## config.mk

```make
export PLATFORM = sky130hd
export DESIGN_NAME = ioPorts
export DESIGN_NICKNAME = d
export VERILOG_FILES = /design/src/verilog/sysPkg.sv /design/src/verilog/buttonStretch.sv /design/src/verilog/ioPorts.sv
export SDC_FILE = /design/constraint.sdc
export NUM_CORES = 1
export LEC_CHECK = 0
export ABC_CLOCK_PERIOD_IN_PS = 2100
export BUFFER_PORTS_ARGS = -buffer_cell sky130_fd_sc_hd__buf_2
export CAP_MARGIN = 20
export CORE_MARGIN = 4
export CORE_UTILIZATION = 50
export DETAILED_ROUTE_END_ITERATION = 8
export PLACE_DENSITY_LB_ADDON = 0.3
export SYNTH_ARGS = -nofsm -noshare
export SYNTH_HDL_FRONTEND = slang
export SYNTH_HIERARCHICAL = 1
export SYNTH_SLANG_ARGS = --single-unit
```

## constraint.sdc

```tcl
create_clock -name CPUClock -period 2.1 [get_ports CPUClock]
set_clock_uncertainty 0.2 [all_clocks]
set_input_delay 0.315 -clock CPUClock [delete_from_list [all_inputs] [get_ports CPUClock]]
set_output_delay 0.315 -clock CPUClock [all_outputs]
set_load 0.02 [all_outputs]
```

## src/verilog/sysPkg.sv

```systemverilog
package sysPkg;

    // RAM geometry
    localparam int ramAddrBits = 10;
    localparam int ramWords = 1024;

    typedef logic [31:0] wordT;
    typedef logic [31:0] addrT;
    typedef logic [ramAddrBits-1:0] ramAddrT;
    typedef logic [7:0] ioCodeT;
    typedef logic [7:0] ledT;
    // Buttons 1..6 on bits 0..5
    typedef logic [5:0] buttonsT;

    // Top address byte of an I/O access
    localparam ioCodeT ioLoadButtons = 8'd1;
    localparam ioCodeT ioWriteLeds0 = 8'd2;
    localparam ioCodeT ioWriteLeds1 = 8'd3;
    localparam ioCodeT ioWriteLeds2 = 8'd4;
    localparam ioCodeT ioWriteLeds3 = 8'd5;

    // Boot phase patterns
    localparam ledT ledReset = 8'b0010_0100;
    localparam ledT ledSizeLoad = 8'b0100_1001;
    localparam ledT ledSizeWait = 8'b0110_1101;
    localparam ledT ledRamLoad = 8'b1001_0010;

    localparam int resetDelayCycles = 16;
    // Card reader loses requests that arrive too close together
    localparam int sdPaceCycles = 32;
    localparam int buttonHoldCycles = 64;

    typedef logic [$clog2(resetDelayCycles + 1)-1:0] resetCountT;
    typedef logic [$clog2(sdPaceCycles)-1:0] paceCountT;
    typedef logic [$clog2(buttonHoldCycles + 1)-1:0] holdCountT;

    typedef enum logic [2:0] {
        stReset,
        stSizeLoad,
        stSizeWait,
        stRamLoad,
        stLoadDone,
        stRun
    } bootStateT;

    typedef struct packed {
        logic instrRead;
        addrT instrAddr;
        logic dataRead;
        logic dataWrite;
        addrT dataAddr;
        wordT writeData;
    } cpuReqT;

    typedef struct packed {
        wordT instruction;
        logic instrLoaded;
        wordT readData;
        logic dataLoaded;
        logic dataStored;
    } cpuRespT;

    typedef struct packed {
        logic read;
        addrT address;
    } sdReqT;

    typedef struct packed {
        logic busy;
        wordT data;
    } sdRespT;

    typedef struct packed {
        logic readEn;
        logic writeEn;
        ramAddrT addr;
        wordT writeData;
    } ramPortT;

    typedef struct packed {
        logic write;
        ioCodeT code;
        wordT writeData;
    } ioAccessT;

endpackage

```

## src/verilog/buttonStretch.sv

```systemverilog
module buttonStretch (
    input  logic            CPUClock,
    input  logic            rstN,
    input  sysPkg::buttonsT buttonPins,
    output sysPkg::buttonsT buttons
);

    localparam int numButtons = $bits(sysPkg::buttonsT);

    sysPkg::holdCountT holdTimer [numButtons];

    // Bit stays high while its timer runs down
    always_comb begin
        for (int i = 0; i < numButtons; i++) begin
            buttons[i] = holdTimer[i] != '0;
        end
    end

    always_ff @(posedge CPUClock) begin
        if (!rstN) begin
            for (int i = 0; i < numButtons; i++) begin
                holdTimer[i] <= '0;
            end
        end else begin
            for (int i = 0; i < numButtons; i++) begin
                if (holdTimer[i] != '0) begin
                    holdTimer[i] <= holdTimer[i] - 1'b1;
                end else if (buttonPins[i]) begin
                    // New press only taken once the previous one has run out
                    holdTimer[i] <= sysPkg::holdCountT'(sysPkg::buttonHoldCycles);
                end
            end
        end
    end

endmodule

```

## src/verilog/ioPorts.sv

```systemverilog
module ioPorts (
    input  logic              CPUClock,
    input  logic              rstN,
    input  sysPkg::bootStateT bootState,
    input  sysPkg::ioAccessT  ioAccess,
    input  sysPkg::buttonsT   buttonPins,
    output sysPkg::buttonsT   buttons,
    output sysPkg::ledT       led
);

    buttonStretch u_buttonStretch (
        .CPUClock   (CPUClock),
        .rstN       (rstN),
        .buttonPins (buttonPins),
        .buttons    (buttons)
    );

    always_ff @(posedge CPUClock) begin
        if (!rstN) begin
            led <= sysPkg::ledReset;
        end else begin
            case (bootState)
                sysPkg::stReset: begin
                    led <= sysPkg::ledReset;
                end
                sysPkg::stSizeLoad: begin
                    led <= sysPkg::ledSizeLoad;
                end
                sysPkg::stSizeWait: begin
                    led <= sysPkg::ledSizeWait;
                end
                sysPkg::stRamLoad: begin
                    led <= sysPkg::ledRamLoad;
                end
                sysPkg::stLoadDone: begin
                    led <= '0;
                end
                sysPkg::stRun: begin
                    // One byte lane of the write data per code
                    if (ioAccess.write) begin
                        case (ioAccess.code)
                            sysPkg::ioWriteLeds0: led <= ioAccess.writeData[7:0];
                            sysPkg::ioWriteLeds1: led <= ioAccess.writeData[15:8];
                            sysPkg::ioWriteLeds2: led <= ioAccess.writeData[23:16];
                            sysPkg::ioWriteLeds3: led <= ioAccess.writeData[31:24];
                            default: led <= led;
                        endcase
                    end
                end
                default: begin
                    led <= sysPkg::ledReset;
                end
            endcase
        end
    end

endmodule

```

==> reports/metrics.cfg <==
[cells_and_area]
diodes=0
regArea_um2=1421
nNetsFinal=461
drive_above_1_share=0.3659
layout_common_cells=buf_2, nor2_1, edfxtp_1
fillers=500
multi_input_area_um2=1615
final_common_cell=buf_2
area_growth_pct=27.92

[placed_design]
hpwlAfterDp_um=5276
port_buffers=65
routabilityCongestion=0.8061

[logic_synthesis]
synth_warnings=6
syn_area_per_cell_um2=10.47
synth-async-reset-ratio=0
ys_seq_area_frac=0.4616
synthesis.area_um2=3079
synth_seq_cells=50
ys_types=59
synthesis.nets=357
ys_dominant_reg_cell=edfxtp_1
synth_edf_count=42
synthCells=294

[timing]
worst_pin_slew_ns=0.4109
grt_setup_unrepaired=yes
relSlewSlack=0.7258
hold-worst-slack_ns=0.1667
report.final.setup_viol=19
finalMaxSlewViolations=0
worst_slack_ns=-0.2843
min_period_ns=2.384
tns_ns=-2.354
max_freq_mhz=419.4
hold_viol=0
timing.final.crit_share=1.135

[clock_tree]
clk_latency_ns=0.30
cts_tree=yes
cts_made_buffers=5
cts.sinks=50
cts_buffer_depth=2
clk_pin_slew_ns=0.08
htree_levels=2
cts_root_buf=clkbuf_8

[floorplan]
ioPinCount=66
fp.dieW_um=86.48
dieHeight_um=86.48
num_rows=28
initial_core_util=0.5170
core_um2=5956
dieArea_um2=7478

[global_routing]
track_usage=0.1881
antenna_found_initial=0
overflow=0
grt_pass1_vias=2621
grt_first_pass_wirelength_um=11320
grt_max_degree=16

[power_and_ir_drop]
cellPowerDensity_nw_per_um2=1248
leakage_nw=1.718
peakVddDrop_mv=0.6368
total_power_mw=4.917
p_clk_frac=0.115
p_int_mw=3.163
swShare=0.3568
power.switching_mw=1.754
pwr-share-comb=0.524
seq_power_share=0.361

[setup_path]
required_ns=1.58
cp-end-kind=output pin
arrival_ns=1.87
cp-start-kind=flop
path_max_fanout=2
critPathKind=flop to output pin

[routing]
routed_wl_um=6809
drt-wirelength-per-cell_um=14.36
drtIter0Drc=96
vias_per_cell=5.496
first_pass_iters=5
vias=2605
route.detailed.drc=0
ant_nets=0

[worst_hold_path]
hold_path.class=input port to flop

[outcome]
violations=negative setup slack
status=finished, violations left

[flow_run]
cap_violations=0

==> logic make-up after synthesis <==
group / synth area share
XOR/XNOR: 0.04835
adder cells (fa/ha/maj): 0.04470
AO/OA/AOI/OAI: 0.1577
flip-flops: 0.4616
multiplexers: 0.04511
buffers and inverters: 0.03779
AND/OR/NAND/NOR: 0.2048
==> power by group through the flow <==
| stage | clock network [mW] | logic (mW) | registers [mW] |
|---|---|---|---|
| 2_1_floorplan | 0 | 1.58 | 1.77 |
| 3_3_place_gp | 0 | 2.17 | 1.76 |
| 3_5_place_dp | 0 | 2.27 | 1.78 |
| 4_1_cts | 0.584 | 2.53 | 1.76 |
| 5_1_grt | 0.622 | 2.85 | 1.82 |
| 6_report | 0.564 | 2.58 | 1.78 |
==> critical path: stages, from the launching register on <==
cell and delay [ns]:
edfxtp_1 0.38, inv_1 0.07, ha_2 0.17, or4b_4 0.46, or3_4 0.35, buf_6 0.14
==> final cells by class <==
type,count,share of cell area
repair buffers,103,0.1649
flip-flops and latches,50,0.3609
clock buffers,7,0.02192
clock inverters,1,0.001271
well taps,75,0.02382
inverters,18,0.01715
multi-input cells,220,0.4101
==> per-layer routing <==
| metal | up-vias | GRT usage | share of wire |
|---|---|---|---|
| met4 | 0 | 0.05099 | 0.011 |
| met3 | 7 | 0.04087 | 0.052 |
| met2 | 73 | 0.3338 | 0.50 |
| met5 | - | 0 | 0 |
| met1 | 1208 | 0.2301 | 0.43 |
| li1 | 1317 | - | - |
==> worst paths after layout <==
path                                                       from                               to  slack (ns)  cells past startpoint
worst max-delay path            u_buttonStretch/holdTimer[5][1]                       buttons[5]       -0.28                      5
worst min-delay path                               bootState[0]                           led[4]        0.17                      3
worst max register to register  u_buttonStretch/holdTimer[5][1]  u_buttonStretch/holdTimer[5][6]       -0.20                      7
worst min register to register                           led[7]                           led[7]        0.29                      1
==> cells in the mapped netlist (2+ instances only) <==
library cell  instances  share of area
ha_1                 11          0.045
o21bai_1              2         0.0049
xor2_1                6          0.017
o21ai_1               4         0.0065
edfxtp_1             42           0.41
xnor2_1              11          0.031
nand2b_1             11          0.022
o31ai_1               8          0.020
and3b_1               2         0.0057
a22o_1                3         0.0085
a211oi_1              3         0.0073
a311o_1               2         0.0065
clkbuf_1              2         0.0024
a21oi_1              21          0.034
o221a_2               2         0.0073
nor3_1                3         0.0049
buf_6                 3          0.011
nor2b_1               2         0.0041
nor2_1               43          0.052
nand3_1               5         0.0081
mux2_2                7          0.026
dfxtp_1               8          0.052
or4_1                 8          0.020
o311a_1               2         0.0065
nand2_1               6         0.0073
or3_1                13          0.026
o21ai_0               2         0.0033
inv_1                18          0.022
mux2i_1               6          0.020
a221o_1               3         0.0098
nor3b_1               5          0.012
or2_1                 3         0.0061
==> state kept, by name, summed over array words and instances, names as in the netlist <==
register,cells
u_buttonStretch/holdTimer,42
led,8
==> through the flow <==
stage	worst slack, ns	area [µm²]	utilization	cells
finish	-0.2843	3939	0.6613	474
global route	-0.3404	3939	0.6613	474
CTS	-0.2897	3900	0.6548	471
detailed placement	-0.1806	3691	0.6197	454
global placement	-0.1378	3691	0.6197	454
floorplan	-0.1993	3126	-	294
==> what timing repair did <==
action	in CTS	in global routing
resized for setup	15	4
pin swaps	6	4
buffers inserted	9	4
hold buffers	0	0
setup endpoints to repair	19	19
No activity file was read; power rests on OpenSTA's default activity.
