--- src/verilog/sysPkg.sv ---
package sysPkg;

    // RAM geometry
    localparam int ramAddrBits = 10;
    localparam int ramWords = 1024;

    typedef logic [31:0] wordT;
    typedef logic [31:0] addrT;
    typedef logic [ramAddrBits-1:0] ramAddrT;
    typedef logic [7:0] ioCodeT;
    typedef logic [7:0] ledT;
    // Buttons 1..6 on bits 0..5
    typedef logic [5:0] buttonsT;

    // Top address byte of an I/O access
    localparam ioCodeT ioLoadButtons = 8'd1;
    localparam ioCodeT ioWriteLeds0 = 8'd2;
    localparam ioCodeT ioWriteLeds1 = 8'd3;
    localparam ioCodeT ioWriteLeds2 = 8'd4;
    localparam ioCodeT ioWriteLeds3 = 8'd5;

    // Boot phase patterns
    localparam ledT ledReset = 8'b0010_0100;
    localparam ledT ledSizeLoad = 8'b0100_1001;
    localparam ledT ledSizeWait = 8'b0110_1101;
    localparam ledT ledRamLoad = 8'b1001_0010;

    localparam int resetDelayCycles = 16;
    // Card reader loses requests that arrive too close together
    localparam int sdPaceCycles = 32;
    localparam int buttonHoldCycles = 64;

    typedef logic [$clog2(resetDelayCycles + 1)-1:0] resetCountT;
    typedef logic [$clog2(sdPaceCycles)-1:0] paceCountT;
    typedef logic [$clog2(buttonHoldCycles + 1)-1:0] holdCountT;

    typedef enum logic [2:0] {
        stReset,
        stSizeLoad,
        stSizeWait,
        stRamLoad,
        stLoadDone,
        stRun
    } bootStateT;

    typedef struct packed {
        logic instrRead;
        addrT instrAddr;
        logic dataRead;
        logic dataWrite;
        addrT dataAddr;
        wordT writeData;
    } cpuReqT;

    typedef struct packed {
        wordT instruction;
        logic instrLoaded;
        wordT readData;
        logic dataLoaded;
        logic dataStored;
    } cpuRespT;

    typedef struct packed {
        logic read;
        addrT address;
    } sdReqT;

    typedef struct packed {
        logic busy;
        wordT data;
    } sdRespT;

    typedef struct packed {
        logic readEn;
        logic writeEn;
        ramAddrT addr;
        wordT writeData;
    } ramPortT;

    typedef struct packed {
        logic write;
        ioCodeT code;
        wordT writeData;
    } ioAccessT;

endpackage

--- src/verilog/busRouter.sv ---
module busRouter (
    input  sysPkg::bootStateT bootState,
    input  sysPkg::ramPortT   loadPort,
    input  sysPkg::cpuReqT    cpuReq,
    output sysPkg::cpuRespT   cpuResp,
    output sysPkg::ramPortT   ramPort,
    input  sysPkg::wordT      ramReadData,
    input  logic              ramReady,
    input  logic              ramWritten,
    output sysPkg::ioAccessT  ioAccess,
    input  sysPkg::buttonsT   buttons
);

    logic running;
    sysPkg::ioCodeT ioCode;
    logic isIo;
    logic ramBusy;
    logic dataOnRam;

    assign running = bootState == sysPkg::stRun;
    assign ioCode = cpuReq.dataAddr[31:24];
    assign isIo = ioCode != '0;
    // No new RAM access in the strobe cycle of the previous one
    assign ramBusy = ramReady || ramWritten;
    assign dataOnRam = !cpuReq.instrRead && !isIo;

    always_comb begin
        if (!running) begin
            ramPort = loadPort;
        end else begin
            ramPort.readEn = !ramBusy && (cpuReq.instrRead || (cpuReq.dataRead && !isIo));
            ramPort.writeEn = !ramBusy && dataOnRam && cpuReq.dataWrite;
            // Instruction fetch wins the port
            ramPort.addr = cpuReq.instrRead ? cpuReq.instrAddr[sysPkg::ramAddrBits-1:0]
                                            : cpuReq.dataAddr[sysPkg::ramAddrBits-1:0];
            ramPort.writeData = cpuReq.writeData;
        end
    end

    always_comb begin
        cpuResp.instruction = ramReadData;
        cpuResp.instrLoaded = running && cpuReq.instrRead && ramReady;
        if (isIo && ioCode == sysPkg::ioLoadButtons) begin
            cpuResp.readData = sysPkg::wordT'(buttons);
        end else begin
            cpuResp.readData = ramReadData;
        end
        // I/O completes in the same cycle
        cpuResp.dataLoaded = running && cpuReq.dataRead
                             && (isIo || (!cpuReq.instrRead && ramReady));
        cpuResp.dataStored = running && cpuReq.dataWrite
                             && (isIo || (!cpuReq.instrRead && ramWritten));
    end

    assign ioAccess = '{write: running && isIo && cpuReq.dataWrite,
                        code: ioCode,
                        writeData: cpuReq.writeData};

endmodule

--- config.mk ---
export PLATFORM = sky130hd
export DESIGN_NAME = busRouter
export DESIGN_NICKNAME = d
export VERILOG_FILES = /design/src/verilog/sysPkg.sv /design/src/verilog/busRouter.sv
export SDC_FILE = /design/constraint.sdc
export NUM_CORES = 1
export LEC_CHECK = 0
export ABC_AREA = 1
export BUFFER_PORTS_ARGS = -buffer_cell sky130_fd_sc_hd__buf_2
export CELL_PAD_IN_SITES_DETAIL_PLACEMENT = 1
export CELL_PAD_IN_SITES_GLOBAL_PLACEMENT = 1
export CORE_AREA = 2 2 131 133
export DETAILED_ROUTE_END_ITERATION = 8
export DIE_AREA = 0 0 133 135
export PLACE_DENSITY_LB_ADDON = 0.25
export SETUP_SLACK_MARGIN = 0.1
export SYNTH_ARGS = -nofsm -noshare
export SYNTH_HDL_FRONTEND = slang
export SYNTH_SLANG_ARGS = --single-unit
--- constraint.sdc ---
create_clock -name vclk -period 1.3
set_input_delay 0.325 -clock vclk [all_inputs]
set_output_delay 0.325 -clock vclk [all_outputs]
set_load 0.1 [all_outputs]
==> results of run 1 <==
## final timing paths
kind,from,to,slack [ps],cells past startpoint
worst max-delay path,cpuReq[58],cpuResp[13],-390,9
worst min-delay path,ramReadData[12],cpuResp[47],940,2
## cell usage after synthesis, drive strengths merged
master / number
clkbuf: 1
a21oi: 2
inv: 29
nor2: 46
or2: 1
nand3b: 1
nand2: 149
clkinv: 1
buf: 85
a31oi: 10
nand4: 1
## cells by family after synthesis
kind of cell           count (synthesis)
and+or+nand+nor                      198
AOI/OAI and AO/OA                     12
buffers and inverters                116
## routing by layer
| layer | part of all wire [%] | track usage, % | up-vias |
|---|---|---|---|
| met5 | 0 | 0 | - |
| met4 | 0 | 0 | 0 |
| met3 | 9.8 | 3.60 | 0 |
| met2 | 58 | 28.4 | 195 |
| met1 | 32 | 13.6 | 1396 |
| li1 | - | - | 1473 |
## critical path, stage by stage
cell and delay (ps):
buf_6 100, nor2_4 130, nand2_2 70, nor2_4 100
buf_12 150, buf_12 170, buf_12 120, nor2_4 40
buf_12 150
## layout make-up
class | count | area [µm²]
fillers | 1753 | 9050
repair buffers | 372 | 4640
multi-input cells | 210 | 2290
well taps | 220 | 275
inverters | 30 | 135
repair inverters | 2 | 25.0
## timing repair
item                       CTS  global route
setup endpoints to repair   80            80
cloned                       4             2
pin swaps                   17            10
gates resized for setup    187            16
setup buffers                4             6
## where the power goes
group	leakage (nW)	switching (mW)	total [mW]	internal (mW)
logic	3.41	2.92	4.55	1.63
clock network	0	0	0	0
registers	0	0	0	0
total	3.41	2.92	4.55	1.63
## per-stage QoR
stage	hold slack [ps]	cells	instance area, µm²	utilization, %
5_1_grt	941	834	7360	44.8
3_5_place_dp	934	818	6320	38.5
6_report	935	834	7360	44.8
3_3_place_gp	933	818	6320	38.5
4_1_cts	937	826	7200	43.9
2_1_floorplan	845	326	2830	-
==> impl_metrics.tcl, run 1 <==
set metrics [dict create \
    syn-cell-area_um2 1660 \
    synth_xor_area_share_pct 0 \
    fmax_mhz 591 \
    finalSetupViolCount 80 \
    start_kind "input pin" \
    gp_congestion 0.822 \
    core_area_um2 16400 \
    synthMuxAreaShare_pct 0 \
    synth_top_family_by_area "simple AND/OR/NAND/NOR gates" \
    port_buffers 302 \
    yosysSeqAreaShare_pct 0 \
    row_count 47 \
    synth_top_area_share_pct 34.8 \
    grt_max_degree 26 \
    netlist.top_cell.by_area "buf_4" \
    dieHeight_um 135 \
    ios 338 \
    clkbuf_count 0 \
    maxCapViolCount 0 \
    rsz0062_at_grt "true" \
    outcome "finished, violations left" \
    initial_core_util_pct 10.1 \
    period_needed_ps 1690 \
    hold_buffers 0 \
    end_kind "output port" \
    post-route-drc-count 0 \
    post-place-ws_ps -525 \
    avgRoutedWirePerCell_um 15.5 \
    p_leak_nw 3.41 \
    min_path_type "in -> out" \
    dp.final_hpwl_um 10800 \
    timing_worst_setup_path_type "in -> out" \
    synth.top_cells.by_area "buf_4 (35%), nand2_1 (33%), nor2_1 (9.9%)" \
    setup_tns_ps -27650 \
    synth_adder_area_share_pct 0 \
    drive_above_1_share_pct 89.3 \
    via_count 3064 \
    n_sequential_cell 0 \
    crit_fanout 6 \
    slew_viol_final 0 \
    grt_pass1_wl_um 19200 \
    finalCritPeriodShare_pct 130 \
    total_power_mw 4.55 \
    synth_fp_nets 512 \
    drt_iter0_drc 24 \
    relSlewSlack_pct 86.3 \
    synthCells 326 \
    synthSimpleGateAreaFrac_pct 47.1 \
    gr-usage-all-layers_pct 13.3 \
    regArea_um2 0 \
    crit_arrival_ps 1370 \
    fin_nets 802 \
    routed_via_density 3.67 \
    dieWidth_um 133 \
    routed_wl_um 13000 \
    worstPathRequired_ps 980 \
    avgSynthCellArea_um2 5.09 \
    tightest_slew_ps 205 \
    cellPowerDensity_nw_per_um2 618 \
    setup_slack_ps -393 \
    violations "setup timing" \
    n_antenna_cell 0 \
    synth_cell_type_count 17 \
    grt_pass1_vias 3479 \
    area_growth_pct 343 \
    yosysWarnings 0 \
    antenna_left 0 \
    antenna_found_initial 0 \
    dieArea_um2 18000 \
    irDropWorstVdd_v 0.000288 \
    drtPass1Iterations 2 \
    final_cell_mix "buf_12 (163), buf_2 (141), nand2_2 (54)" \
    overflow 0 \
    synth-compound-area-share_pct 6.86 \
    hold_violations 0 \
    final_common_cell "buf_12" \
]
Note: power is estimated with default switching activity, not from simulation.
==> run 2: changes to the inputs <==
CORE_AREA = 4 4 129 131   (was 2 2 131 133)
==> impl_metrics.tcl, run 2 (same netlist as run 1, synthesis figures left out) <==
set metrics [dict create \
    outcome "finished, violations left" \
    violations "setup timing" \
    start_kind "input pin" \
    gp_congestion 0.774 \
    setup.worst_path.end "ramPort[35]" \
    total_power_mw 4.54 \
    grt_pass1_wl_um 19300 \
    irDropWorstVdd_v 0.000317 \
    routed_via_density 3.74 \
    dp.final_hpwl_um 11700 \
    dieWidth_um 133 \
    n_sequential_cell 0 \
    slew_viol_final 0 \
    fin_nets 780 \
    finalSetupViolCount 80 \
    hold_violations 0 \
    final_common_cell "buf_12" \
    tightest_slew_ps 224 \
    antenna_left 0 \
    fillers 1651 \
    timing_worst_setup_path_type "in -> out" \
    post-route-drc-count 0 \
    p_leak_nw 3.47 \
    drt_iter0_drc 33 \
    min_path_type "in -> out" \
    setup_slack_ps -453 \
    met1Wirelength_um 4230 \
    wl_met2_um 7780 \
    overflow 0 \
    maxCapViolCount 0 \
    via_count 3023 \
    cellPowerDensity_nw_per_um2 621 \
    finalCritPeriodShare_pct 135 \
    core_area_um2 15600 \
    drtPass1Iterations 2 \
    top_layer "met4" \
    routed_wl_um 13400 \
    post-place-ws_ps -465 \
    dieHeight_um 135 \
    grt_pass1_vias 3478 \
    antenna_found_initial 2 \
    route.met3.wl_um 1290 \
    regArea_um2 0 \
    avgRoutedWirePerCell_um 16.5 \
    period_needed_ps 1750 \
    dieArea_um2 18000 \
    final_cell_mix "buf_12 (165), buf_2 (140), nand2_1 (46)" \
    area_growth_pct 340 \
    crit_arrival_ps 1430 \
    port_buffers 302 \
    fmax_mhz 571 \
    gr-usage-all-layers_pct 13.4 \
    ios 338 \
    relSlewSlack_pct 85.1 \
    rsz0062_at_grt "true" \
    worstPathRequired_ps 980 \
    startpoint "bootState[1]" \
    clkbuf_count 0 \
    row_count 46 \
    end_kind "output port" \
    drive_above_1_share_pct 87.5 \
    initial_core_util_pct 10.6 \
    crit_fanout 7 \
    hold_buffers 0 \
    grt_max_degree 21 \
]
==> run 2: cell count changes in the layout (fill, tap and decap cells not counted), moves of 5 or more <==
cell	previous run	this run
buf_4	49	16
nand2_2	54	32
buf_6	13	18
buf_8	1	6
nand2_4	15	27
nand2_1	34	46
==> run 2: per-layer routing <==
| layer | track usage (%) | up-vias |
|---|---|---|
| li1 | - | 1426 |
| met1 | 12.9 | 1396 |
| met2 | 28.6 | 195 |
| met3 | 4.25 | 6 |
| met4 | 0.808 | 0 |
| met5 | 0 | - |
==> run 2: timing repair <==
action	4_1_cts	5_1_grt
endpoints found under the setup margin	80	80
gates resized for setup	53	57
pin swaps	9	12
cloned	2	4
buffers inserted	8	8
==> run 2: worst min path at each step <==
stage | start | endpoint | slack [ps] | depth (start not counted)
after floorplan | ramReadData[9] | cpuResp[11] | 850 | 2
after global placement | ramReadData[3] | cpuResp[38] | 930 | 2
after detailed placement | ramReadData[9] | cpuResp[44] | 930 | 2
after CTS | ramReadData[9] | cpuResp[44] | 930 | 2
after global routing | ramReadData[23] | cpuResp[58] | 940 | 2
final | ramReadData[9] | cpuResp[44] | 930 | 2
==> run 2: power breakdown <==
part	internal, mW	switching (mW)	total [mW]
sequential	0	0	0
clock	0.000000103	0	0.000000103
combinational	1.61	2.92	4.54
total	1.61	2.92	4.54
==> run 2: worst max-delay path: stages <==
cell and delay, ps:
buf_6 70, nand3b_4 130, buf_12 160, clkinv_8 90, buf_12 150, buf_6 110
a31oi_4 170, buf_12 190
==> run 2: through the flow <==
stage	hold WS, ps	std cells	instance area, µm²	setup TNS, ps	util (%)
global placement	932	786	6560	-29290	42.1
floorplan	845	326	2830	-17370	-
CTS	932	796	6900	-29270	44.2
detailed placement	932	786	6560	-30460	42.1
finish	932	809	7310	-29100	46.9
global route	938	809	7310	-32820	46.9
==> run 2: cell type report <==
class | instances | area (µm²) | area share (%)
repair inverters | 1 | 16.3 | 0.223
diodes | 1 | 2.50 | 0.0342
inverters | 30 | 133 | 1.81
multi-input cells | 210 | 2310 | 31.7
well taps | 216 | 270 | 3.70
repair buffers | 351 | 4570 | 62.6
==> run 3: changes to the inputs <==
PLACE_DENSITY = 0.69   (was not set)
PLACE_DENSITY_LB_ADDON = not set   (was 0.25)
==> impl_metrics.tcl, run 3 (same netlist as run 1, synthesis figures left out) <==
set metrics [dict create \
    irDropWorstVdd_v 0.000385 \
    slew_viol_final 0 \
    core_area_um2 15600 \
    tightest_slew_ps 250 \
    worstPathRequired_ps 980 \
    routed_wl_um 13100 \
    outcome "finished, violations left" \
    overflow 0 \
    start_kind "input pin" \
    end_kind "output port" \
    violations "setup timing" \
    cp_slowest_cell "buf_12" \
    cpPeakStageDelay_ps 160 \
    gr-usage-all-layers_pct 13.6 \
    avgRoutedWirePerCell_um 15.9 \
    drt_iter0_drc 28 \
    grt_max_degree 20 \
    period_needed_ps 1690 \
    post-place-ws_ps -502 \
    dieHeight_um 135 \
    n_sequential_cell 0 \
    antenna_left 0 \
    switching_share_pct 64.6 \
    rsz0062_at_grt "true" \
    area_growth_pct 328 \
    grt_pass1_vias 3607 \
    setup_tns_ps -26820 \
    initial_core_util_pct 10.6 \
    maxCapViolCount 0 \
    clkbuf_count 0 \
    dieArea_um2 18000 \
    p_leak_nw 3.34 \
    p_int_mw 1.59 \
    fillers 1676 \
    placed_area_um2 6460 \
    crit_arrival_ps 1370 \
    crit_fanout 7 \
    finalCritPeriodShare_pct 130 \
    final_cell_mix "buf_12 (161), buf_2 (142), nand2_1 (56)" \
    regArea_um2 0 \
    hold_ws_ps 900 \
    crit_chain "buf_8 > nor2_4 > nand2_4 > nor2_4 > buf_12 > buf_12 > buf_8 > nor2_4 > buf_12" \
    fmax_mhz 590 \
    relSlewSlack_pct 83.2 \
    drtPass1Iterations 2 \
    drive_above_1_share_pct 85.4 \
    postLayoutCellArea_um2 7100 \
    gp_congestion 0.757 \
    final_common_cell "buf_12" \
    finalNonFillerCells 824 \
    grt_pass1_wl_um 19700 \
    hold_violations 0 \
    row_count 46 \
    post-route-drc-count 0 \
    via_count 3062 \
    multiInputGateArea_um2 2160 \
    power.switching_mw 2.89 \
    crit_family "buffers and inverters" \
    routed_via_density 3.72 \
    clkPwrFrac_pct 0 \
    antenna_found_initial 0 \
    dp.final_hpwl_um 11800 \
    min_path_type "in -> out" \
    pwr-share-seq_pct 0 \
    timing_worst_setup_path_type "in -> out" \
    finalSetupViolCount 80 \
    n_antenna_cell 0 \
    dieWidth_um 133 \
    placed_cells 816 \
    fin_nets 796 \
    combinationalPowerShare_pct 100.0 \
    setup_slack_ps -394 \
    cellPowerDensity_nw_per_um2 631 \
    port_buffers 302 \
    ios 338 \
    worst-path-buf-inv 5 \
]
## run 3: what timing repair did
item,CTS,global route
hold buffers,0,0
gates resized for setup,135,10
pin swaps,18,11
endpoints found under the setup margin,80,80
buffers inserted,3,4
gates cloned,1,0
## run 3: worst paths after layout
path	depth (start not counted)	end	startpoint	slack, ps
worst min-delay path	2	ioAccess[38]	cpuReq[62]	900
worst max-delay path	9	cpuResp[21]	cpuReq[62]	-390
## run 3: final cells by class
class / instances / area share, %
Timing Repair Buffer: 368 / 63.8
Multi-Input combinational cell: 210 / 30.4
Tap cell: 216 / 3.81
Inverter: 30 / 1.90
## run 3: per-layer routing
metal  part of all wire, %  track usage [%]  up-vias
li1                      -                -     1458
met1                    30             13.0     1399
met2                    58             28.6      201
met3                    12             5.07        4
met4                  0.40            0.693        0
met5                     0                0        -
## run 3: stage by stage
stage	utilization, %	power, mW
finish	45.5	4.48
global route	45.5	4.61
CTS	45.0	4.48
detailed placement	41.4	4.31
global placement	41.4	4.26
floorplan	-	2.83
## run 3: power by group through the flow
| stage | logic [mW] | clock network [mW] | registers [mW] |
|---|---|---|---|
| floorplan | 2.83 | 0 | 0 |
| global placement | 4.26 | 0 | 0 |
| detailed placement | 4.31 | 0 | 0 |
| CTS | 4.48 | 0 | 0 |
| global route | 4.61 | 0 | 0 |
| finish | 4.48 | 0 | 0 |
