===== config.mk =====
export PLATFORM = sky130hd
export DESIGN_NAME = bootLoader
export DESIGN_NICKNAME = d
export VERILOG_FILES = /design/src/verilog/sysPkg.sv /design/src/verilog/bootLoader.sv
export SDC_FILE = /design/constraint.sdc
export NUM_CORES = 1
export LEC_CHECK = 0
export BUFFER_PORTS_ARGS = -buffer_cell sky130_fd_sc_hd__buf_2
export CORE_ASPECT_RATIO = 0.7
export CORE_MARGIN = 1
export CORE_UTILIZATION = 54
export CTS_CLUSTER_DIAMETER = 200
export CTS_CLUSTER_SIZE = 10
export DETAILED_ROUTE_END_ITERATION = 12
export GPL_TIMING_DRIVEN = 0
export PLACE_DENSITY = 0.88
export SKIP_LAST_GASP = 1
export SLEW_MARGIN = 20
export SYNTH_ARGS = -nofsm -noshare
export SYNTH_HDL_FRONTEND = slang
export SYNTH_SLANG_ARGS = --single-unit

===== constraint.sdc =====
create_clock -name CPUClock -period 6.1 [get_ports CPUClock]
set_input_delay 0.305 -clock CPUClock [delete_from_list [all_inputs] [get_ports CPUClock]]
set_output_delay 0.305 -clock CPUClock [all_outputs]
set_load 0.1 [all_outputs]

===== src/verilog/sysPkg.sv =====
package sysPkg;

    // RAM geometry
    localparam int ramAddrBits = 10;
    localparam int ramWords = 1024;

    typedef logic [31:0] wordT;
    typedef logic [31:0] addrT;
    typedef logic [ramAddrBits-1:0] ramAddrT;
    typedef logic [7:0] ioCodeT;
    typedef logic [7:0] ledT;
    // Buttons 1..6 on bits 0..5
    typedef logic [5:0] buttonsT;

    // Top address byte of an I/O access
    localparam ioCodeT ioLoadButtons = 8'd1;
    localparam ioCodeT ioWriteLeds0 = 8'd2;
    localparam ioCodeT ioWriteLeds1 = 8'd3;
    localparam ioCodeT ioWriteLeds2 = 8'd4;
    localparam ioCodeT ioWriteLeds3 = 8'd5;

    // Boot phase patterns
    localparam ledT ledReset = 8'b0010_0100;
    localparam ledT ledSizeLoad = 8'b0100_1001;
    localparam ledT ledSizeWait = 8'b0110_1101;
    localparam ledT ledRamLoad = 8'b1001_0010;

    localparam int resetDelayCycles = 16;
    // Card reader loses requests that arrive too close together
    localparam int sdPaceCycles = 32;
    localparam int buttonHoldCycles = 64;

    typedef logic [$clog2(resetDelayCycles + 1)-1:0] resetCountT;
    typedef logic [$clog2(sdPaceCycles)-1:0] paceCountT;
    typedef logic [$clog2(buttonHoldCycles + 1)-1:0] holdCountT;

    typedef enum logic [2:0] {
        stReset,
        stSizeLoad,
        stSizeWait,
        stRamLoad,
        stLoadDone,
        stRun
    } bootStateT;

    typedef struct packed {
        logic instrRead;
        addrT instrAddr;
        logic dataRead;
        logic dataWrite;
        addrT dataAddr;
        wordT writeData;
    } cpuReqT;

    typedef struct packed {
        wordT instruction;
        logic instrLoaded;
        wordT readData;
        logic dataLoaded;
        logic dataStored;
    } cpuRespT;

    typedef struct packed {
        logic read;
        addrT address;
    } sdReqT;

    typedef struct packed {
        logic busy;
        wordT data;
    } sdRespT;

    typedef struct packed {
        logic readEn;
        logic writeEn;
        ramAddrT addr;
        wordT writeData;
    } ramPortT;

    typedef struct packed {
        logic write;
        ioCodeT code;
        wordT writeData;
    } ioAccessT;

endpackage


===== src/verilog/bootLoader.sv =====
module bootLoader (
    input  logic              CPUClock,
    input  logic              rstN,
    input  logic              runButton,
    output sysPkg::sdReqT     sdReq,
    input  sysPkg::sdRespT    sdResp,
    output sysPkg::ramPortT   loadPort,
    output sysPkg::bootStateT bootState,
    output logic              cpuReset
);

    sysPkg::resetCountT resetCount;
    sysPkg::paceCountT paceCount;
    logic resetDone;
    logic paceDone;
    logic sdReady;

    logic sdRead;
    sysPkg::addrT sdAddr;
    sysPkg::wordT wordCount;

    logic loadWrite;
    sysPkg::ramAddrT loadAddr;
    sysPkg::wordT loadData;

    assign resetDone = resetCount == sysPkg::resetCountT'(sysPkg::resetDelayCycles);
    assign paceDone = paceCount == sysPkg::paceCountT'(sysPkg::sdPaceCycles - 1);
    // Paced and reader idle, so a new request may go out or data can be taken
    assign sdReady = paceDone && !sdResp.busy;

    assign sdReq = '{read: sdRead, address: sdAddr};

    assign loadPort = '{readEn: 1'b0, writeEn: loadWrite, addr: loadAddr, writeData: loadData};

    // Processor also held while the run button is released
    assign cpuReset = (bootState != sysPkg::stRun) || !runButton;

    always_ff @(posedge CPUClock) begin
        if (!rstN) begin
            bootState <= sysPkg::stReset;
            resetCount <= '0;
            paceCount <= '0;
            sdRead <= 1'b0;
            sdAddr <= '0;
            loadWrite <= 1'b0;
        end else begin
            sdRead <= 1'b0;
            loadWrite <= 1'b0;
            // Pacing only advances while the reader is idle
            if (!sdResp.busy && !paceDone) begin
                paceCount <= paceCount + 1'b1;
            end

            case (bootState)
                sysPkg::stReset: begin
                    paceCount <= '0;
                    sdAddr <= '0;
                    if (!resetDone) begin
                        resetCount <= resetCount + 1'b1;
                    end else if (runButton) begin
                        bootState <= sysPkg::stSizeLoad;
                    end
                end
                sysPkg::stSizeLoad: begin
                    // Word 0 holds the image length
                    if (sdReady) begin
                        sdRead <= 1'b1;
                        sdAddr <= '0;
                        paceCount <= '0;
                        bootState <= sysPkg::stSizeWait;
                    end
                end
                sysPkg::stSizeWait: begin
                    if (sdReady) begin
                        wordCount <= sdResp.data;
                        if (sdResp.data == '0) begin
                            bootState <= sysPkg::stRun;
                        end else begin
                            sdRead <= 1'b1;
                            sdAddr <= sysPkg::addrT'(1);
                            paceCount <= '0;
                            bootState <= sysPkg::stRamLoad;
                        end
                    end
                end
                sysPkg::stRamLoad: begin
                    if (sdReady) begin
                        // SD word k lands in RAM word k-1
                        loadWrite <= 1'b1;
                        loadAddr <= sysPkg::ramAddrT'(sdAddr - 1'b1);
                        loadData <= sdResp.data;
                        if (sdAddr == wordCount) begin
                            bootState <= sysPkg::stLoadDone;
                        end else begin
                            sdRead <= 1'b1;
                            sdAddr <= sdAddr + 1'b1;
                            paceCount <= '0;
                        end
                    end
                end
                sysPkg::stLoadDone: begin
                    bootState <= sysPkg::stRun;
                end
                sysPkg::stRun: begin
                    if (!runButton) begin
                        resetCount <= '0;
                        bootState <= sysPkg::stReset;
                    end
                end
                default: begin
                    bootState <= sysPkg::stReset;
                end
            endcase
        end
    end

endmodule


==> results of run 1 <==
power by group through the flow:
stage	logic (mW)	clock network, mW	registers (mW)
3_5_place_dp	0.0747	0	0.890
2_1_floorplan	0.0370	0	0.895
4_1_cts	0.0750	0.987	0.874
3_3_place_gp	0.0716	0	0.890
5_1_grt	0.0829	1.02	0.874
6_report	0.0777	0.981	0.874
area by class of cell:
type	count	area (sq um)
flip-flops and latches	121	3160
plain buffers	24	176
inverters	10	37.5
fillers	663	2620
clock buffers	21	440
clock inverters	10	128
well taps	124	155
repair buffers	120	623
multi-input cells	303	1980
path summary, 6_finish.rpt:
path	slack [ns]	endpoint	cells past startpoint
min reg2reg	0.50	paceCount[4]	2
max reg2reg	2.03	sdAddr[18]	11
min	0.1	wordCount[11]	1
max	2.03	sdAddr[18]	11
worst reg2reg max path, cell delays in order (launching register included):
cell,delay [ns]
dfxtp_1,0.36
clkbuf_1,0.32
xnor2_1,0.19
nand4_1,0.18
nor4_1,0.99
and4_1,0.29
buf_2,0.16
or3_2,0.18
clkbuf_1,0.39
clkbuf_1,0.49
o21ai_0,0.21
a21oi_1,0.21
cell families (layout without fill, tap and decap cells):
| kind of cell | Yosys count | after routing | synth area share |
|---|---|---|---|
| AOI/OAI and AO/OA | 82 | 82 | 0.0948 |
| xor gates and xnor gates | 48 | 48 | 0.0787 |
| and+or+nand+nor | 165 | 165 | 0.178 |
| adders and majority gates | 6 | 6 | 0.0140 |
| buffers and inverters | 34 | 185 | 0.0400 |
| muxes | 1 | 1 | 0.00187 |
| DFF | 121 | 121 | 0.592 |
| other | 1 | 1 | 0.000702 |
metal layers:
| metal | up-vias | wire, microns | GRT usage |
|---|---|---|---|
| met5 | - | 0 | 0 |
| met4 | 0 | 311 | 0.120 |
| met3 | 40 | 1450 | 0.0968 |
| met2 | 283 | 6340 | 0.417 |
| met1 | 2123 | 5820 | 0.390 |
| li1 | 2020 | - | - |
registers in the layout, summed over array words and instances, names as in the netlist:
signal,cells
loadData,32
sdAddr,32
wordCount,32
loadAddr,10
paceCount,5
resetCount,5
bootState,3
loadWrite,1
sdRead,1
per-stage QoR:
stage	cell area (sq um)	TNS (ns)	setup slack (ns)
final	6710	0	2.03
after global routing	6710	0	1.92
after CTS	6710	0	2.36
after detailed placement	6140	0	2.34
after global placement	6080	-5.55	-0.176
after floorplan	5350	0	1.25
synthesized netlist by cell type, types with 2 or more instances:
cell,count,area share
nand3_1,14,0.013
or4b_2,3,0.0056
buf_6,3,0.0063
o31ai_1,12,0.017
o311ai_0,3,0.0049
nor2_1,23,0.016
inv_1,10,0.0070
o21ai_0,21,0.020
nand2_1,35,0.025
dfxtp_1,47,0.18
clkbuf_8,4,0.010
or3_2,4,0.0056
nor4_1,16,0.019
a21boi_0,2,0.0028
o211ai_1,4,0.0056
o41ai_1,3,0.0049
nand2b_1,2,0.0023
buf_4,3,0.0042
or4_1,10,0.014
and3_1,3,0.0035
nor3_1,3,0.0028
and4_1,2,0.0033
or3_1,12,0.014
and2_1,2,0.0023
or4_2,4,0.0066
a21oi_1,28,0.026
nand4_1,18,0.021
ha_1,6,0.014
nor2b_1,2,0.0023
clkbuf_1,12,0.0084
edfxtp_1,74,0.42
xnor2_1,40,0.066
xor2_1,8,0.013
placed cells by master, fill, tap and decap left out, types with 4 or more instances in the layout:
cell type,count
edfxtp_1,74
nand2_1,35
buf_2,120
clkbuf_16,17
nand4_1,18
or4_2,4
nor2_1,22
ha_1,6
clkbuf_8,4
or3_2,4
o31ai_1,12
a21oi_1,28
o211ai_1,4
or4_1,10
o21ai_0,21
xnor2_1,40
or3_1,12
inv_1,10
nand3_1,14
nor4_1,15
dfxtp_1,47
clkbuf_1,16
xor2_1,8
==> flow_summary.toml, run 1 <==
[status]
outcome = "finished clean"

[cells_and_area]
nets = 639
final_layout_size_suffix_gt1_frac = 0.289
area_growth_syn_to_layout_pct = 25.4
postLayoutCoreUtil = 0.719
antenna-diode-count = 0
final_standard_cell_count_with_taps_included_and_fillers_excluded = 733

[clocking]
number_of_gates_given_a_new_drive_strength_after_cts = 0
clk-insertion-delay-late_ns = 0.42
h-tree-depth = 4
max-clock-path-buffers = 2
cts_post_setup_buffers_inserted = 0
clock-root-buffer = "clkbuf_16"
cts_tree = "yes"
clk_pin_slew_worst_paths_ns = 0.06
cts_buffers = 17
clock_sinks = 121
hold_buffer_count_at_cts = 0

[die]
die_h_microns = 85.2
std_cell_rows = 29
floorplan.core_area_sq_um = 9330
floorplan.initialDensity = 0.573
ioPinCount = 117
dieArea_sq_um = 10300
floorplan.die.width_microns = 121

[sta]
setup_repair_after_global_routing_missed_its_margin = "no"
fin_crit_sh = 0.668
final_hold_viol_count = 0
setup_viol_count_final = 0
slew_headroom = 0.241
maxClockFrequency_mhz = 246
finalMaxSlewViolations = 0
hold-worst-slack_ns = 0.0953
max_slew.worst_pin.slew_ns = 1.13
clock-skew-final_ns = 0.00792
fin_crit_period_ns = 4.07

[setup_path]
cp_slowest_cell = "nor4_1"
worstSetupStartpoint = "sdAddr[1]"
cpLargestDelayFamily = "simple AND/OR/NAND/NOR gates"
critPathCaptureType = "register"
critical_path_peak_fanout = 10
cp_data_arrival_time_ns = 4.40
worstPathRequired_ns = 6.43
critical_path.startpoint_type = "register"
critical_path.reg2reg.startpoint = "sdAddr[1]"
crit_path_cell_trace = "clkbuf_1 > xnor2_1 > nand4_1 > nor4_1 > and4_1 > buf_2 > or3_2 > clkbuf_1 > clkbuf_1 > o21ai_0 > a21oi_1"
timing_worst_setup_path_type = "reg -> reg"
worst_path_largest_cell_delay_ns = 0.99
cp_num_buf_inv = 4
critical-path-top-cell-by-count = "clkbuf_1"

[grt]
grt_pass1_wl_microns = 21900
via_count_of_the_first_global_routing_pass = 4217
grt.overflow.total = 0
grt_antenna_before_repair = 0
grtUsageTotal = 0.286
grt_max_degree = 27

[yosys]
post_synth_inst_count = 458
async_flop_share = 0
mappedNetlistArea_sq_um = 5350
synth_seq_area_share = 0.592
edff_count_synth = 74
synth_top_flop_cell = "edfxtp_1"
syn_avg_cell_area_sq_um = 11.7
synth-seq-cells = 121
synth.yosys.warnings = 0
netlist-cell-type-count = 58
mappedNetlistNets = 500

[placement]
port_buffers = 115
routabilityCongestion = 0.896
place.detailed.instances = 702
dpl.hpwl_microns = 9970

[power_and_ir_drop]
switchingPower_mw = 0.406
ir_drop_mv = 0.246
sequentialPowerShare = 0.452
power_switching_share = 0.210
p_leak_nw = 2.36
final_total_power_mw = 1.93
comb_power_share = 0.040
internal_power_mw = 1.53
clock_share_of_power = 0.508
power.density_cell_area_nw_per_um2 = 288

[min_path]
hp-start = "sdResp[11]"
min_path_type = "in -> reg"

[route]
wire_per_inst_microns = 19.0
wirelength_microns = 13900
postRouteAntennaNets = 0
dr.pass1.iters = 5
route.detailed.vias_per_inst = 6.09
drt_iter0_drc = 401
route.detailed.drc = 0
dr_total_vias = 4466

[job]
max_cap_viol_count = 0
(Power assumes the default switching activity.)
==> inputs of run 2 (changes only) <==
Settings changed: ABC_AREA set to 1, CORE_UTILIZATION 54 to 55.
Clock period 6.1 ns to 3.8 ns, I/O delays scaled along.
==> run 2 against run 1 <==
  * Hold slack lost 0.028 ns
  * Global-route usage grew 0.74 points
  * Clock power grew 71%
  * Combinational power grew to 9.7 times the previous value
  * Synthesized cell count grew 59%
  * Critical path type unchanged
  * Register-to-register slack lost 0.81 ns
  * Highest routed layer unchanged
==> flow_summary.toml, run 2 <==
[status]
outcome = "finished clean"

[placement]
placedInstanceArea_sq_um = 7000
routabilityCongestion = 0.966
place.detailed.instances = 995
port_buffers = 115
dpl.hpwl_microns = 11200

[sta]
clock-skew-final_ns = 0.00945
final_hold_viol_count = 0
setup_repair_after_global_routing_missed_its_margin = "no"
hold-worst-slack_ns = 0.0676
maxClockFrequency_mhz = 388
fin_crit_sh = 0.679
fin_crit_period_ns = 2.58
max_slew.worst_pin.slew_ns = 0.764
setup_viol_count_final = 0
slew_headroom = 0.487
finalMaxSlewViolations = 0

[route]
drt_iter0_drc = 455
dr.pass1.iters = 5
dr_total_vias = 5468
route.detailed.drc = 0
wirelength_microns = 16000
route.detailed.vias_per_inst = 5.16
postRouteAntennaNets = 0
wire_per_inst_microns = 15.1

[yosys]
edff_count_synth = 74
synth.top_cells.by_area = "edfxtp_1, dfxtp_1, nand2_1"
synth_seq_area_share = 0.512
syn_avg_cell_area_sq_um = 8.47
post-synth-top-count-cell = "nand2_1"
synth.yosys.warnings = 0
netlist-cell-type-count = 34
mappedNetlistNets = 771
synthTopCellsByCount = "nand2_1, nor2_1, edfxtp_1"
async_flop_share = 0
post-synth-top-area-cell = "edfxtp_1"
synth-seq-cells = 121
post_synth_inst_count = 729
synthDominantCellAreaShare = 0.360
synth_top_flop_cell = "edfxtp_1"
mappedNetlistArea_sq_um = 6170

[setup_path]
worstSetupStartpoint = "paceCount[0]"
timing_worst_setup_path_type = "reg -> reg"
crit_path_cell_trace = "ha_1 > nand2_1 > nor2_1 > ha_1 > inv_1 > nor2_1 > nand2_1 > nor4_4 > buf_4"
reg2reg_to = "wordCount[12]"
worst_path_largest_cell_delay_ns = 0.62
rr_worst_depth = 9
critical_path.reg2reg.startpoint = "paceCount[0]"
cp_slowest_cell = "nor4_4"
worstPathRequired_ns = 3.92
cp_data_arrival_time_ns = 2.70
setup.reg_to_reg.worst_slack_ns = 1.22
critical_path_peak_fanout = 12
critical_path.startpoint_type = "register"
critPathCaptureType = "register"

[cells_and_area]
final_standard_cell_count_with_taps_included_and_fillers_excluded = 1059
largest_registers = "loadData x32, sdAddr x32, wordCount x32"
nets = 940
postLayoutCellArea_sq_um = 7930
n_fill_cell = 792
final_layout_size_suffix_gt1_frac = 0.236
postLayoutCoreUtil = 0.746
final_common_cell = "nand2_1"
layout_common_cells = "nand2_1, nor2_1, buf_2"
antenna-diode-count = 0
area_growth_syn_to_layout_pct = 28.4

[die]
ioPinCount = 117
die_h_microns = 90.7
floorplan.die.width_microns = 129
dieArea_sq_um = 11700
floorplan.initialDensity = 0.581
floorplan.core_area_sq_um = 10600
std_cell_rows = 31

[job]
max_cap_viol_count = 0

[clocking]
clock-root-buffer = "clkbuf_16"
h-tree-depth = 4
clock_sinks = 121
cts_post_setup_buffers_inserted = 0
max-clock-path-buffers = 2
cts_buffers = 17
cts_tree = "yes"
number_of_gates_given_a_new_drive_strength_after_cts = 0
clk-insertion-delay-late_ns = 0.43
clk_pin_slew_worst_paths_ns = 0.06

[grt]
grt.overflow.total = 0
grt_pass1_wl_microns = 25600
grt_max_degree = 27
grt_antenna_before_repair = 0
grtUsageTotal = 0.293
via_count_of_the_first_global_routing_pass = 5290

[min_path]
hp-start = "rstN"
worstHoldEndpoint = "bootState[2]"
min_path_type = "in -> reg"
hold-path-cell-count = 3

[power_and_ir_drop]
power.density_cell_area_nw_per_um2 = 489
p_leak_nw = 2.91
ir_drop_mv = 0.378
final_total_power_mw = 3.88
-- run 2: cell types whose count changed after synthesis, moves of 9 or more --
| cell | delta |
|---|---|
| nor3_1 | +10 |
| inv_1 | +40 |
| nand2_2 | +9 |
| o21ai_0 | -14 |
| nor4_1 | -15 |
| or3_1 | -12 |
| nand3_1 | +39 |
| buf_2 | +9 |
| a21oi_2 | +17 |
| o31ai_1 | -12 |
| nor2_1 | +109 |
| or4_1 | -10 |
| nand4_1 | -17 |
| nand2_1 | +163 |
-- run 2: kinds of logic (layout without fill, tap and decap cells) --
group / after synthesis / in the layout / share of synthesized area
AND/OR/NAND/NOR: 420 / 420 / 0.286
flip-flops: 121 / 121 / 0.512
buffers and inverters: 80 / 262 / 0.0652
AO/OA/AOI/OAI: 53 / 53 / 0.0555
XOR/XNOR: 46 / 46 / 0.0652
adder cells (fa/ha/maj): 6 / 6 / 0.0122
multiplexers: 2 / 2 / 0.00324
other: 1 / 1 / 0.000607
-- run 2: worst max-delay path by stage --
stage | to | slack, ns | cells after the start
finish | wordCount[12] | 1.22 | 9
global route | wordCount[23] | 0.97 | 9
CTS | wordCount[23] | 1.24 | 9
detailed placement | wordCount[16] | 1.26 | 9
global placement | wordCount[16] | -0.49 | 8
floorplan | wordCount[0] | 0.14 | 2
-- run 2: per-stage QoR --
stage	worst slack (ns)	TNS [ns]
after global routing	0.970	0
after floorplan	0.141	0
after detailed placement	1.26	0
after CTS	1.24	0
final	1.22	0
after global placement	-0.494	-15.75
-- run 2: area by class of cell --
class	instances	area, sq um	share of cell area
plain buffers	28	208	0.0262
inverters	52	195	0.0246
flip-flops and latches	121	3160	0.399
well taps	148	185	0.0233
clock inverters	13	178	0.0224
repair buffers	150	938	0.118
multi-input cells	528	2630	0.332
clock buffers	19	433	0.0546
-- run 2: layer usage --
metal,share of wire,vias to the layer above,track usage
li1,-,2697,-
met1,0.43,2462,0.386
met2,0.46,275,0.459
met3,0.084,34,0.0598
met4,0.022,0,0.147
met5,0,-,0
-- run 2: power breakdown --
| group | switching (mW) | leakage, nW | total (mW) | internal (mW) |
|---|---|---|---|---|
| sequential | 0.0373 | 1.04 | 1.45 | 1.42 |
| combinational | 0.526 | 1.57 | 0.750 | 0.224 |
| clock | 0.586 | 0.296 | 1.68 | 1.09 |
-- run 2: critical path, delay by kind of cell, from the launching register on --
kind,cells,cell delay (ns)
simple gates,5,1.13
buf+inv,2,0.40
fa+ha+maj,2,0.35
flops,1,0.38
-- run 2: timing repair --
action | in CTS | in global routing
hold buffers | 32 | 0
setup endpoints to repair | 0 | 0
endpoints found under the hold margin | 64 | 0
==> inputs of run 3 (changes only) <==
Clock period 3.8 ns to 2.6 ns, I/O delays scaled along.
==> run 3 against run 2 <==
  * Clock skew fell by 0.00057 ns
  * Sequential power rose by 47%
  * Design area barely moved
  * Critical path depth rose by 2
  * Flip-flop and latch count did not move
  * Via count rose by 0.31%
  * Die area did not move
  * Final cell count rose by 0.38%
  * Combinational power rose by 47%
  * Clock-buffer cell count rose by 3
  * Clock power rose by 37%
  * Critical path type unchanged
  * Critical endpoint is now sdAddr[30]
  * Highest routed layer unchanged
==> flow_summary.toml, run 3 (synthesis gave the netlist of run 2 again) <==
[min_path]
min_path_type = "in -> reg"
hp-start = "rstN"

[route]
wire_per_inst_microns = 14.8
route.detailed.drc = 0
dr.pass1.iters = 5
postRouteAntennaNets = 0
dr_total_vias = 5485
drt_iter0_drc = 469
wirelength_microns = 15800
route.detailed.vias_per_inst = 5.16

[placement]
routabilityCongestion = 0.982
port_buffers = 115
dpl.hpwl_microns = 11100
place.detailed.instances = 995

[sta]
fin_crit_period_ns = 2.38
slew_headroom = 0.516
final.setup.tns_ns = 0
clock-skew-final_ns = 0.00889
final_hold_viol_count = 0
fin_crit_sh = 0.917
maxClockFrequency_mhz = 420
setup_viol_count_final = 0
setup_repair_after_global_routing_missed_its_margin = "no"
finalMaxSlewViolations = 0
hold-worst-slack_ns = 0.0175
max_slew.worst_pin.slew_ns = 0.725

[grt]
grtUsageTotal = 0.289
grt_pass1_wl_microns = 25500
grt.overflow.total = 0
via_count_of_the_first_global_routing_pass = 5280
grt_antenna_before_repair = 0
grt_max_degree = 27

[clocking]
h-tree-depth = 4
number_of_gates_given_a_new_drive_strength_after_cts = 0
cts_buffers = 17
clock-root-buffer = "clkbuf_16"
clk-insertion-delay-late_ns = 0.41
clk_pin_slew_worst_paths_ns = 0.05
cts_tree = "yes"
clock_sinks = 121
max-clock-path-buffers = 2

[cells_and_area]
final_common_cell = "nand2_1"
final_layout_size_suffix_gt1_frac = 0.239
largest_registers = "loadData x32, sdAddr x32, wordCount x32"
n_fill_cell = 784
nets = 944
postLayoutCoreUtil = 0.747
antenna-diode-count = 0
final_standard_cell_count_with_taps_included_and_fillers_excluded = 1063
area_growth_syn_to_layout_pct = 28.5
layout_common_cells = "nand2_1, nor2_1, buf_2"

[setup_path]
timing_worst_setup_path_type = "reg -> reg"
cp_slowest_cell = "dfxtp_1"
critical_path_peak_fanout = 8
crit_path_cell_trace = "ha_1 > nand3_2 > nor2_2 > inv_2 > nor2_2 > nand2_1 > nand2_1 > nand2_1 > nor2_1 > nand3_1 > a21oi_1"
critical-path-top-cell-by-count = "nand2_1"
cp_data_arrival_time_ns = 2.72
worstPathRequired_ns = 2.94
critical_path.startpoint_type = "register"
worst_path_largest_cell_delay_ns = 0.64
critical_path.reg2reg.startpoint = "sdAddr[0]"
worstSetupStartpoint = "sdAddr[0]"
critPathCaptureType = "register"

[die]
std_cell_rows = 31
floorplan.die.width_microns = 129
floorplan.core_area_sq_um = 10600
ioPinCount = 117
die_h_microns = 90.7
floorplan.initialDensity = 0.581
dieArea_sq_um = 11700

[power_and_ir_drop]
ir_drop_mv = 0.535
final_total_power_mw = 5.54
power.density_cell_area_nw_per_um2 = 698
p_leak_nw = 2.92

[job]
max_cap_viol_count = 0

[status]
outcome = "finished clean"
-- run 3: repair_timing --
action / 4_1_cts / 5_1_grt
hold buffers: 33 / 0
endpoints found under the hold margin: 65 / 0
endpoints found under the setup margin: 13 / 0
setup buffers: 3 / 0
-- run 3: layer usage --
layer	vias to the layer above	track usage	wire length (microns)
li1	2704	-	-
met1	2514	0.391	7110
met2	245	0.448	7150
met3	22	0.0711	1270
met4	0	0.107	244
met5	-	0	0
-- run 3: worst max-delay path: cells and delay by family, from the launching register on --
family | cells | cell delay, ns
simple gates | 8 | 0.99
flops | 1 | 0.64
fa+ha+maj | 1 | 0.43
compound gates | 1 | 0.16
buf+inv | 1 | 0.09
-- run 3: layout make-up --
class                      count  area (sq um)  share of cell area
sequential                   121          3170               0.399
buffer                        28           208              0.0262
clock buffer                  22           444              0.0560
clock inverter                10           126              0.0159
timing repair buffer         154           975               0.123
tap                          148           185              0.0233
inverter                      52           195              0.0246
multi-input combinational    528          2640               0.332
-- run 3: per-stage QoR --
step           instance area, sq um  worst slack, ns
3_5_place_dp                   7010           0.0130
5_1_grt                        7940           0.0233
6_report                       7940            0.216
4_1_cts                        7940            0.231
2_1_floorplan                  6210           0.0166
3_3_place_gp                   6970           -0.583
-- run 3: path summary, 6_finish.rpt --
path / cells after the start / slack, ns / to
hold reg to reg: 2 / 0.49 / resetCount[3]
setup / recovery: 11 / 0.22 / sdAddr[30]
setup reg to reg: 11 / 0.22 / sdAddr[30]
hold / removal: 3 / 0.02 / bootState[2]
-- run 3: power breakdown --
part	internal (mW)	total [mW]	switching, mW
logic	0.328	1.10	0.775
clock network	1.49	2.31	0.816
registers	2.07	2.13	0.0535
